File: src/source/dmem_map_pkg.sv
`default_nettype none

package dmem_map_pkg;

  // Data and byte address width of the core
  localparam int XLEN = 32;

  // One strobe per byte lane of a data word
  localparam int STRB_W = XLEN / 8;

  // Address bit that routes an access to the scratch I/O RAM
  localparam int IO_SEL_BIT = 31;

  // Scratch I/O RAM depth in words, and its word index width
  localparam int IO_WORDS = 64;
  localparam int IO_AW = $clog2(IO_WORDS);

endpackage

`default_nettype wire

File: src/source/dmem_cache_bridge.sv
`default_nettype none

module dmem_cache_bridge (
  input  logic                                clk,
  input  logic                                rst_n,

  // Core load/store strobes
  input  logic                                dmem_ren,
  input  logic [dmem_map_pkg::XLEN-1:0]       dmem_raddr,
  output logic [dmem_map_pkg::XLEN-1:0]       dmem_rdata,
  input  logic                                dmem_we,
  input  logic [dmem_map_pkg::XLEN-1:0]       dmem_waddr,
  input  logic [dmem_map_pkg::XLEN-1:0]       dmem_wdata,
  input  logic [dmem_map_pkg::STRB_W-1:0]     dmem_wstrb,
  output logic                                dmem_stall,

  // Cache request channels
  output logic                                cache_rd_valid,
  input  logic                                cache_rd_ready,
  output logic [dmem_map_pkg::XLEN-1:0]       cache_rd_addr,
  input  logic [dmem_map_pkg::XLEN-1:0]       cache_rd_data,
  input  logic                                cache_rd_data_valid,
  output logic                                cache_wr_valid,
  input  logic                                cache_wr_ready,
  output logic [dmem_map_pkg::XLEN-1:0]       cache_wr_addr,
  output logic [dmem_map_pkg::XLEN-1:0]       cache_wr_data,
  output logic [dmem_map_pkg::STRB_W-1:0]     cache_wr_strb,

  // Scratch I/O RAM with block-RAM timing
  output logic                                io_ren,
  output logic [dmem_map_pkg::XLEN-1:0]       io_raddr,
  input  logic [dmem_map_pkg::XLEN-1:0]       io_rdata,
  output logic                                io_wen,
  output logic [dmem_map_pkg::XLEN-1:0]       io_waddr,
  output logic [dmem_map_pkg::XLEN-1:0]       io_wdata,
  output logic [dmem_map_pkg::STRB_W-1:0]     io_wstrb
);
  import dmem_map_pkg::*;

  typedef enum logic [1:0] {
    ST_IDLE,
    ST_READ,
    ST_WRITE
  } state_t;

  state_t state;
  state_t state_next;

  logic              io_sel_rd;
  logic              io_sel_wr;
  logic              io_sel_rd_q;
  logic              completing;
  logic              rd_accepted;
  logic              rd_done;
  logic              wr_done;
  logic              start_rd;
  logic              start_wr;
  logic [XLEN-1:0]   rd_addr_q;
  logic [XLEN-1:0]   rd_data_q;
  logic [XLEN-1:0]   wr_addr_q;
  logic [XLEN-1:0]   wr_data_q;
  logic [STRB_W-1:0] wr_strb_q;

  // Upper address bit picks I/O over the cache
  assign io_sel_rd = dmem_raddr[IO_SEL_BIT];
  assign io_sel_wr = dmem_waddr[IO_SEL_BIT];

  // Data only counts once the cache has taken our request
  assign rd_done = (state == ST_READ) && rd_accepted && cache_rd_data_valid;
  assign wr_done = (state == ST_WRITE) && cache_wr_ready;

  always_comb begin
    state_next = state;
    case (state)
      ST_IDLE: begin
        // Cooldown cycle lets the core advance before the next cache request
        if (!completing) begin
          if (dmem_ren && !io_sel_rd) begin
            state_next = ST_READ;
          end else if (dmem_we && !io_sel_wr) begin
            state_next = ST_WRITE;
          end
        end
      end
      ST_READ: begin
        if (rd_done) begin
          state_next = ST_IDLE;
        end
      end
      ST_WRITE: begin
        if (wr_done) begin
          state_next = ST_IDLE;
        end
      end
      default: begin
        state_next = ST_IDLE;
      end
    endcase
  end

  assign start_rd = (state == ST_IDLE) && (state_next == ST_READ);
  assign start_wr = (state == ST_IDLE) && (state_next == ST_WRITE);

  always_ff @(posedge clk) begin
    if (!rst_n) begin
      state       <= ST_IDLE;
      completing  <= 1'b0;
      rd_accepted <= 1'b0;
      io_sel_rd_q <= 1'b0;
    end else begin
      state      <= state_next;
      completing <= rd_done || wr_done;
      // Track the read handshake so a stray data pulse is ignored
      if (rd_done) begin
        rd_accepted <= 1'b0;
      end else if (cache_rd_valid && cache_rd_ready) begin
        rd_accepted <= 1'b1;
      end
      // Remember the source of the last accepted read for the data mux
      if (io_ren || start_rd) begin
        io_sel_rd_q <= io_ren;
      end
    end
  end

  // Request registered as the FSM leaves idle
  always_ff @(posedge clk) begin
    if (start_rd) begin
      rd_addr_q <= dmem_raddr;
    end
    if (start_wr) begin
      wr_addr_q <= dmem_waddr;
      wr_data_q <= dmem_wdata;
      wr_strb_q <= dmem_wstrb;
    end
    // Keep the loaded word until the next cached read completes
    if (rd_done) begin
      rd_data_q <= cache_rd_data;
    end
  end

  // Valid held through back-pressure, dropped as the data arrives
  assign cache_rd_valid = (state == ST_READ) && !rd_done;
  assign cache_rd_addr  = rd_addr_q;

  assign cache_wr_valid = (state == ST_WRITE);
  assign cache_wr_addr  = wr_addr_q;
  assign cache_wr_data  = wr_data_q;
  assign cache_wr_strb  = wr_strb_q;

  // I/O passes straight through whenever no cache access is in flight
  assign io_ren   = (state == ST_IDLE) && dmem_ren && io_sel_rd;
  assign io_raddr = dmem_raddr;
  assign io_wen   = (state == ST_IDLE) && dmem_we && io_sel_wr;
  assign io_waddr = dmem_waddr;
  assign io_wdata = dmem_wdata;
  assign io_wstrb = dmem_wstrb;

  // Fresh cache word on the completion cycle, registered copy after it
  assign dmem_rdata = io_sel_rd_q ? io_rdata : (rd_done ? cache_rd_data : rd_data_q);

  // Stall from next state, plus cooldown unless the core is doing I/O
  assign dmem_stall = (state_next != ST_IDLE) || (completing && !(io_ren || io_wen));

endmodule

`default_nettype wire

File: config.mk
export PLATFORM = sky130hd
export DESIGN_NAME = dmem_cache_bridge
export DESIGN_NICKNAME = d
export VERILOG_FILES = /design/src/source/dmem_map_pkg.sv /design/src/source/dmem_cache_bridge.sv
export SDC_FILE = /design/constraint.sdc
export NUM_CORES = 1
export LEC_CHECK = 0
export BUFFER_PORTS_ARGS = -buffer_cell sky130_fd_sc_hd__buf_4
export CAP_MARGIN = 10
export CORE_AREA = 2 2 157 159
export DETAILED_ROUTE_END_ITERATION = 16
export DIE_AREA = 0 0 159 161
export PLACE_DENSITY = 0.47
export SYNTH_ARGS = -nofsm -noshare
export SYNTH_HDL_FRONTEND = slang
export SYNTH_SLANG_ARGS = --single-unit
File: constraint.sdc
create_clock -name clk -period 3.6 [get_ports clk]
set_input_delay 0.72 -clock clk [delete_from_list [all_inputs] [get_ports clk]]
set_output_delay 0.72 -clock clk [all_outputs]
set_load 0.01 [all_outputs]
* Yosys cells after proc, flatten, opt, wreduce, memory -nomap -nowiden
Cells that the tools add are included.
** Operators by class
- Bitwise gates (word level) :: 1
- Muxes and demuxes :: 8
- Equality and inequality tests :: 4
- Reductions and logical operators :: 25
** Operator list (number)
- 32-bit 2-to-1 mux :: 2
- 1-bit logical AND :: 14
- 2-bit 2-to-1 mux :: 5
- 2-bit case mux with 3 select lines :: 1
- 2-bit by 1-bit == test with 1-bit output (second input constant) :: 2
- 2-bit == test (second input constant) :: 2
- 1-bit zero test :: 4
- 1-bit logical OR :: 4
- 2-bit zero test :: 1
- 2-bit nonzero test :: 1
- 2-bit OR reduction :: 1
- 1-bit NOT :: 1
** Storage, ports and cells
- Output and inout port bits :: 237
- Register bits after elaboration :: 137
- Input bits :: 171
- Logic and storage cells :: 47

* Longest topological paths before layout
- Depth after elaboration :: 9
- Gate-level depth with buffers :: 4
- Gate-level depth less buffers :: 3

* Worst setup path before layout
OpenSTA, ideal clock, no wires.
- Path type :: input-to-reg
- From :: input dmem_we
- To :: register wr_addr_q[0] (netlist: cache_wr_addr[0]), enable pin
- Data arrival time :: 2.651 ns
- Setup time :: 0.434 ns
- Cell stages on the path :: 2
- Required time :: 3.166 ns
- Path slack :: 0.516 ns
- Cell sequence :: nor3b_1 > and3_1
** On the way
- Cells in the longest elaborated chain, start to end :: 7
** Ends and longest elaborated chain
- start, declared :: RTL line dmem_cache_bridge.sv:11 : input logic dmem_we,
- 1-bit logical AND :: RTL line dmem_cache_bridge.sv:80 : end else if (dmem_we && !io_sel_wr) begin
- 2-bit 2-to-1 mux :: RTL line dmem_cache_bridge.sv:80
- 2-bit 2-to-1 mux :: RTL line dmem_cache_bridge.sv:78 : if (dmem_ren && !io_sel_rd) begin
- 2-bit 2-to-1 mux :: RTL line dmem_cache_bridge.sv:77 : if (!completing) begin
- 2-bit case mux with 3 select lines :: RTL line dmem_cache_bridge.sv:74 : case (state)
- 2-bit == test :: RTL line dmem_cache_bridge.sv:102 : assign start_wr = (state == ST_IDLE) && (state_next == ST_WRITE);
- 1-bit logical AND :: RTL line dmem_cache_bridge.sv:102
- named net start_wr :: RTL line dmem_cache_bridge.sv:57 : logic start_wr;
- end signal, assigned :: RTL line dmem_cache_bridge.sv:132 : wr_addr_q <= dmem_waddr;
- end, declared :: RTL line dmem_cache_bridge.sv:60 : logic [XLEN-1:0] wr_addr_q;
The timed path passes the listed nets, and every way through them passes these cells.
A chain may end at the register's enable or synchronous reset.

* Final worst setup path
- From :: register state[0]
- To :: output dmem_rdata[27] in the netlist's numbering
** On the way
- Cells in the longest elaborated chain, start to end :: 5
** Ends and longest elaborated chain
- start, declared :: RTL line dmem_cache_bridge.sv:46 : state_t state;
- start signal, assigned :: RTL line dmem_cache_bridge.sv:111 : state <= state_next;
- 2-bit by 1-bit == test with 1-bit output :: RTL line dmem_cache_bridge.sv:69 : assign rd_done = (state == ST_READ) && rd_accepted && cache_rd_data_valid;
- 1-bit logical AND (2 in series) :: RTL line dmem_cache_bridge.sv:69
- 32-bit 2-to-1 mux
- 32-bit 2-to-1 mux :: RTL line dmem_cache_bridge.sv:160 : assign dmem_rdata = io_sel_rd_q ? io_rdata : (rd_done ? cache_rd_data : rd_data_q);
- end, declared :: RTL line dmem_cache_bridge.sv:10 : output logic [dmem_map_pkg::XLEN-1:0] dmem_rdata,
No other way between the ends.

==> impl_metrics.env <==
export IMPL_status="completed"
export IMPL_slew_limit_headroom_pct=60.3
export IMPL_cts_tree="done"
export IMPL_async_reset_ff_share_pct=0
export IMPL_syn_to_final_growth_pct=60.3
export IMPL_final_common_cell="buf_4"
export IMPL_die_width_um=159
export IMPL_n_antenna_cell=0
export IMPL_die_y_um=161
export IMPL_cts_sinks=137
export IMPL_ys_ff_latch=137
export IMPL_antenna_left=0
export IMPL_track_usage_pct=13.9
export IMPL_cts_root_buf="clkbuf_16"
export IMPL_die_area_um2=25600
export IMPL_layout_drive_gt1_share_pct=75.4
export IMPL_clock_fmax_mhz=330
export IMPL_timing_hold_ws_ns=0.468
export IMPL_numCtsBuffers=17
export IMPL_critPathRequiredTime_ns=2.88
export IMPL_regArea_um2=3740
export IMPL_place_hpwl_mm=14.8
export IMPL_post_cts_setup_buffers=0
export IMPL_worstSetupPathType="reg2out"
export IMPL_io_buffers=407
export IMPL_yosys_top_cells_area="edfxtp_1 54%, buf_4 14%, dfxtp_1 13%"
export IMPL_htreeDepth=4
export IMPL_synth_distinct_cells=22
export IMPL_fillers=2350
export IMPL_vdd_drop_max_mv=0.271
export IMPL_drc=0
export IMPL_gp_congestion=0.805
export IMPL_synth_xor_area_share_pct=0
export IMPL_hold_class="reg2reg"
export IMPL_clk_path_buf_depth=2
export IMPL_syn_inst=337
export IMPL_rows=57
export IMPL_final_cell_mix="410 x buf_4, 100 x edfxtp_1, 38 x mux2_2"
export IMPL_ios=408
export IMPL_grt_max_degree=36
export IMPL_ys_flop_type="edfxtp_1"
export IMPL_synth_area_mux_share_pct=14.8
export IMPL_syn_area_um2=5540
export IMPL_cpPeakStageDelay_ns=0.53
export IMPL_crit_arrival_ns=2.31
export IMPL_drv_cap=0
export IMPL_rsz0062_at_grt="false"
export IMPL_finClkSkew_ns=0.0174
export IMPL_synth_compound_area_share_pct=0.858
export IMPL_final_cells=998
export IMPL_yosys_area_share_simple_pct=2.23
export IMPL_worstPathCellList="nand4b_4 > buf_12 > mux2_4 > mux2_2 > buf_4"
export IMPL_cts_resized=0
export IMPL_worst_slew_pin_slew_ns=0.595
export IMPL_fin_crit_ns=3.03
export IMPL_drtPass1Iterations=4
export IMPL_avgRoutedWirePerCell_um=18.3
export IMPL_clk_latency_ns=0.42
export IMPL_nets=832
export IMPL_dp_cells=966
export IMPL_synth_top_area_share_pct=54.2
export IMPL_path_max_fanout=25
export IMPL_finalSetupViolCount=0
export IMPL_synth_fa_ha_area_share_pct=0
export IMPL_initial_core_util_pct=23.1
export IMPL_cp_start_kind="flop"
export IMPL_multi_input_area_um2=991
export IMPL_yosysWarnings=0
export IMPL_crit_slowest_cell="dfxtp_1"
export IMPL_endpoint_kind="output port"
export IMPL_period_share_pct=84.2
export IMPL_synth_top_family_by_area="multiplexers"
export IMPL_core_um2=24000
export IMPL_maxSlewViolCount=0
export IMPL_antenna_found_initial=1
export IMPL_synth_edf_count=100
export IMPL_grt_remaining_overflow=0
export IMPL_num_vias=3808
export IMPL_leakagePower_nw=4.06
export IMPL_drt_wl_total_mm=18.3
export IMPL_grt_pass1_wl_mm=26.1
export IMPL_powerDensity_nw_per_um2=501
export IMPL_yosys_area_top_type="edfxtp_1"
export IMPL_grt_pass1_vias=3938
export IMPL_syn_area_per_cell_um2=16.5
export IMPL_via_per_inst=3.82
export IMPL_drtIter0Drc=143
export IMPL_path_clk_slew_ns=0.07
export IMPL_cts_hold_buf=0
export IMPL_finalSetupTns_ns=0
export IMPL_hold_viol=0
export IMPL_synth_yosys_seq_area_share_pct=67.5
export IMPL_syn_nets=508
layout make-up:
| class | instances | share of cell area (%) |
|---|---|---|
| Clock buffer | 18 | 4.83 |
| Clock inverter | 14 | 2.10 |
| Inverter | 3 | 0.127 |
| Multi-Input combinational cell | 90 | 11.2 |
| Sequential cell | 137 | 42.1 |
| Tap cell | 324 | 4.56 |
| Timing Repair Buffer | 412 | 35.1 |
where the power goes:
part | switching (mW) | internal (mW) | total [mW]
Sequential | 0.0309 | 1.81 | 1.84
Combinational | 0.313 | 0.442 | 0.755
Clock | 0.745 | 1.11 | 1.86
cells in the mapped netlist (all sizes together) (2+ instances only):
master and n:
a21oi 3, and2 3, mux2 64, inv 3, edfxtp 100, nand2 3
clkbuf 4, buf 103, nor2b 2, nor3b 2, dfxtp 37, nor2 5
worst max-delay path, delay by kind of cell (launching register included):
family	cells	cell delay [ns]
muxes	2	0.60
DFF	1	0.53
buffers and inverters	2	0.43
and+or+nand+nor	1	0.33
flip-flops by register name (all words and copies together), names as in the netlist:
signal / flops
cache_rd_addr: 32
cache_wr_addr: 32
cache_wr_data: 32
cache_wr_strb: 4
completing: 1
io_sel_rd_q: 1
rd_accepted: 1
rd_data_q: 32
state: 2
worst paths after layout:
check / slack, ns / cells after the start / from / endpoint
worst min-delay path: 0.47 / 1 / rd_data_q[27]$_DFF_P_ / rd_data_q[27]$_DFF_P_
worst max register to register: 1.60 / 3 / state[1]$_SDFF_PN0_ / cache_wr_data[13]$_DFFE_PP_
worst min register to register: 0.47 / 1 / rd_data_q[27]$_DFF_P_ / rd_data_q[27]$_DFF_P_
worst max-delay path: 0.57 / 5 / state[0]$_SDFF_PN0_ / dmem_rdata[27]
per-layer routing:
metal  track usage (%)  share of wire, %  vias to the layer above
met5                 0             0.071                        -
met4              4.46              0.87                        2
met3              5.75               9.4                       13
met2              23.6                51                      224
met1              15.9                39                     1813
li1                  -                 -                     1756
logic make-up after synthesis:
logic type / after synthesis
DFF: 137
buffers and inverters: 110
muxes: 64
and+or+nand+nor: 19
AOI/OAI and AO/OA: 7
metrics by stage:
step / util (%) / setup slack (ns) / power (mW) / instance area (µm²)
detailed placement: 34.5 / 0.755 / 2.64 / 8270
global route: 37.1 / 0.456 / 4.64 / 8880
floorplan: - / 0.516 / 2.23 / 5540
CTS: 37.1 / 0.521 / 4.53 / 8880
finish: 37.1 / 0.569 / 4.45 / 8880
global placement: 34.5 / 0.781 / 2.64 / 8270
(Power assumes the default switching activity.)
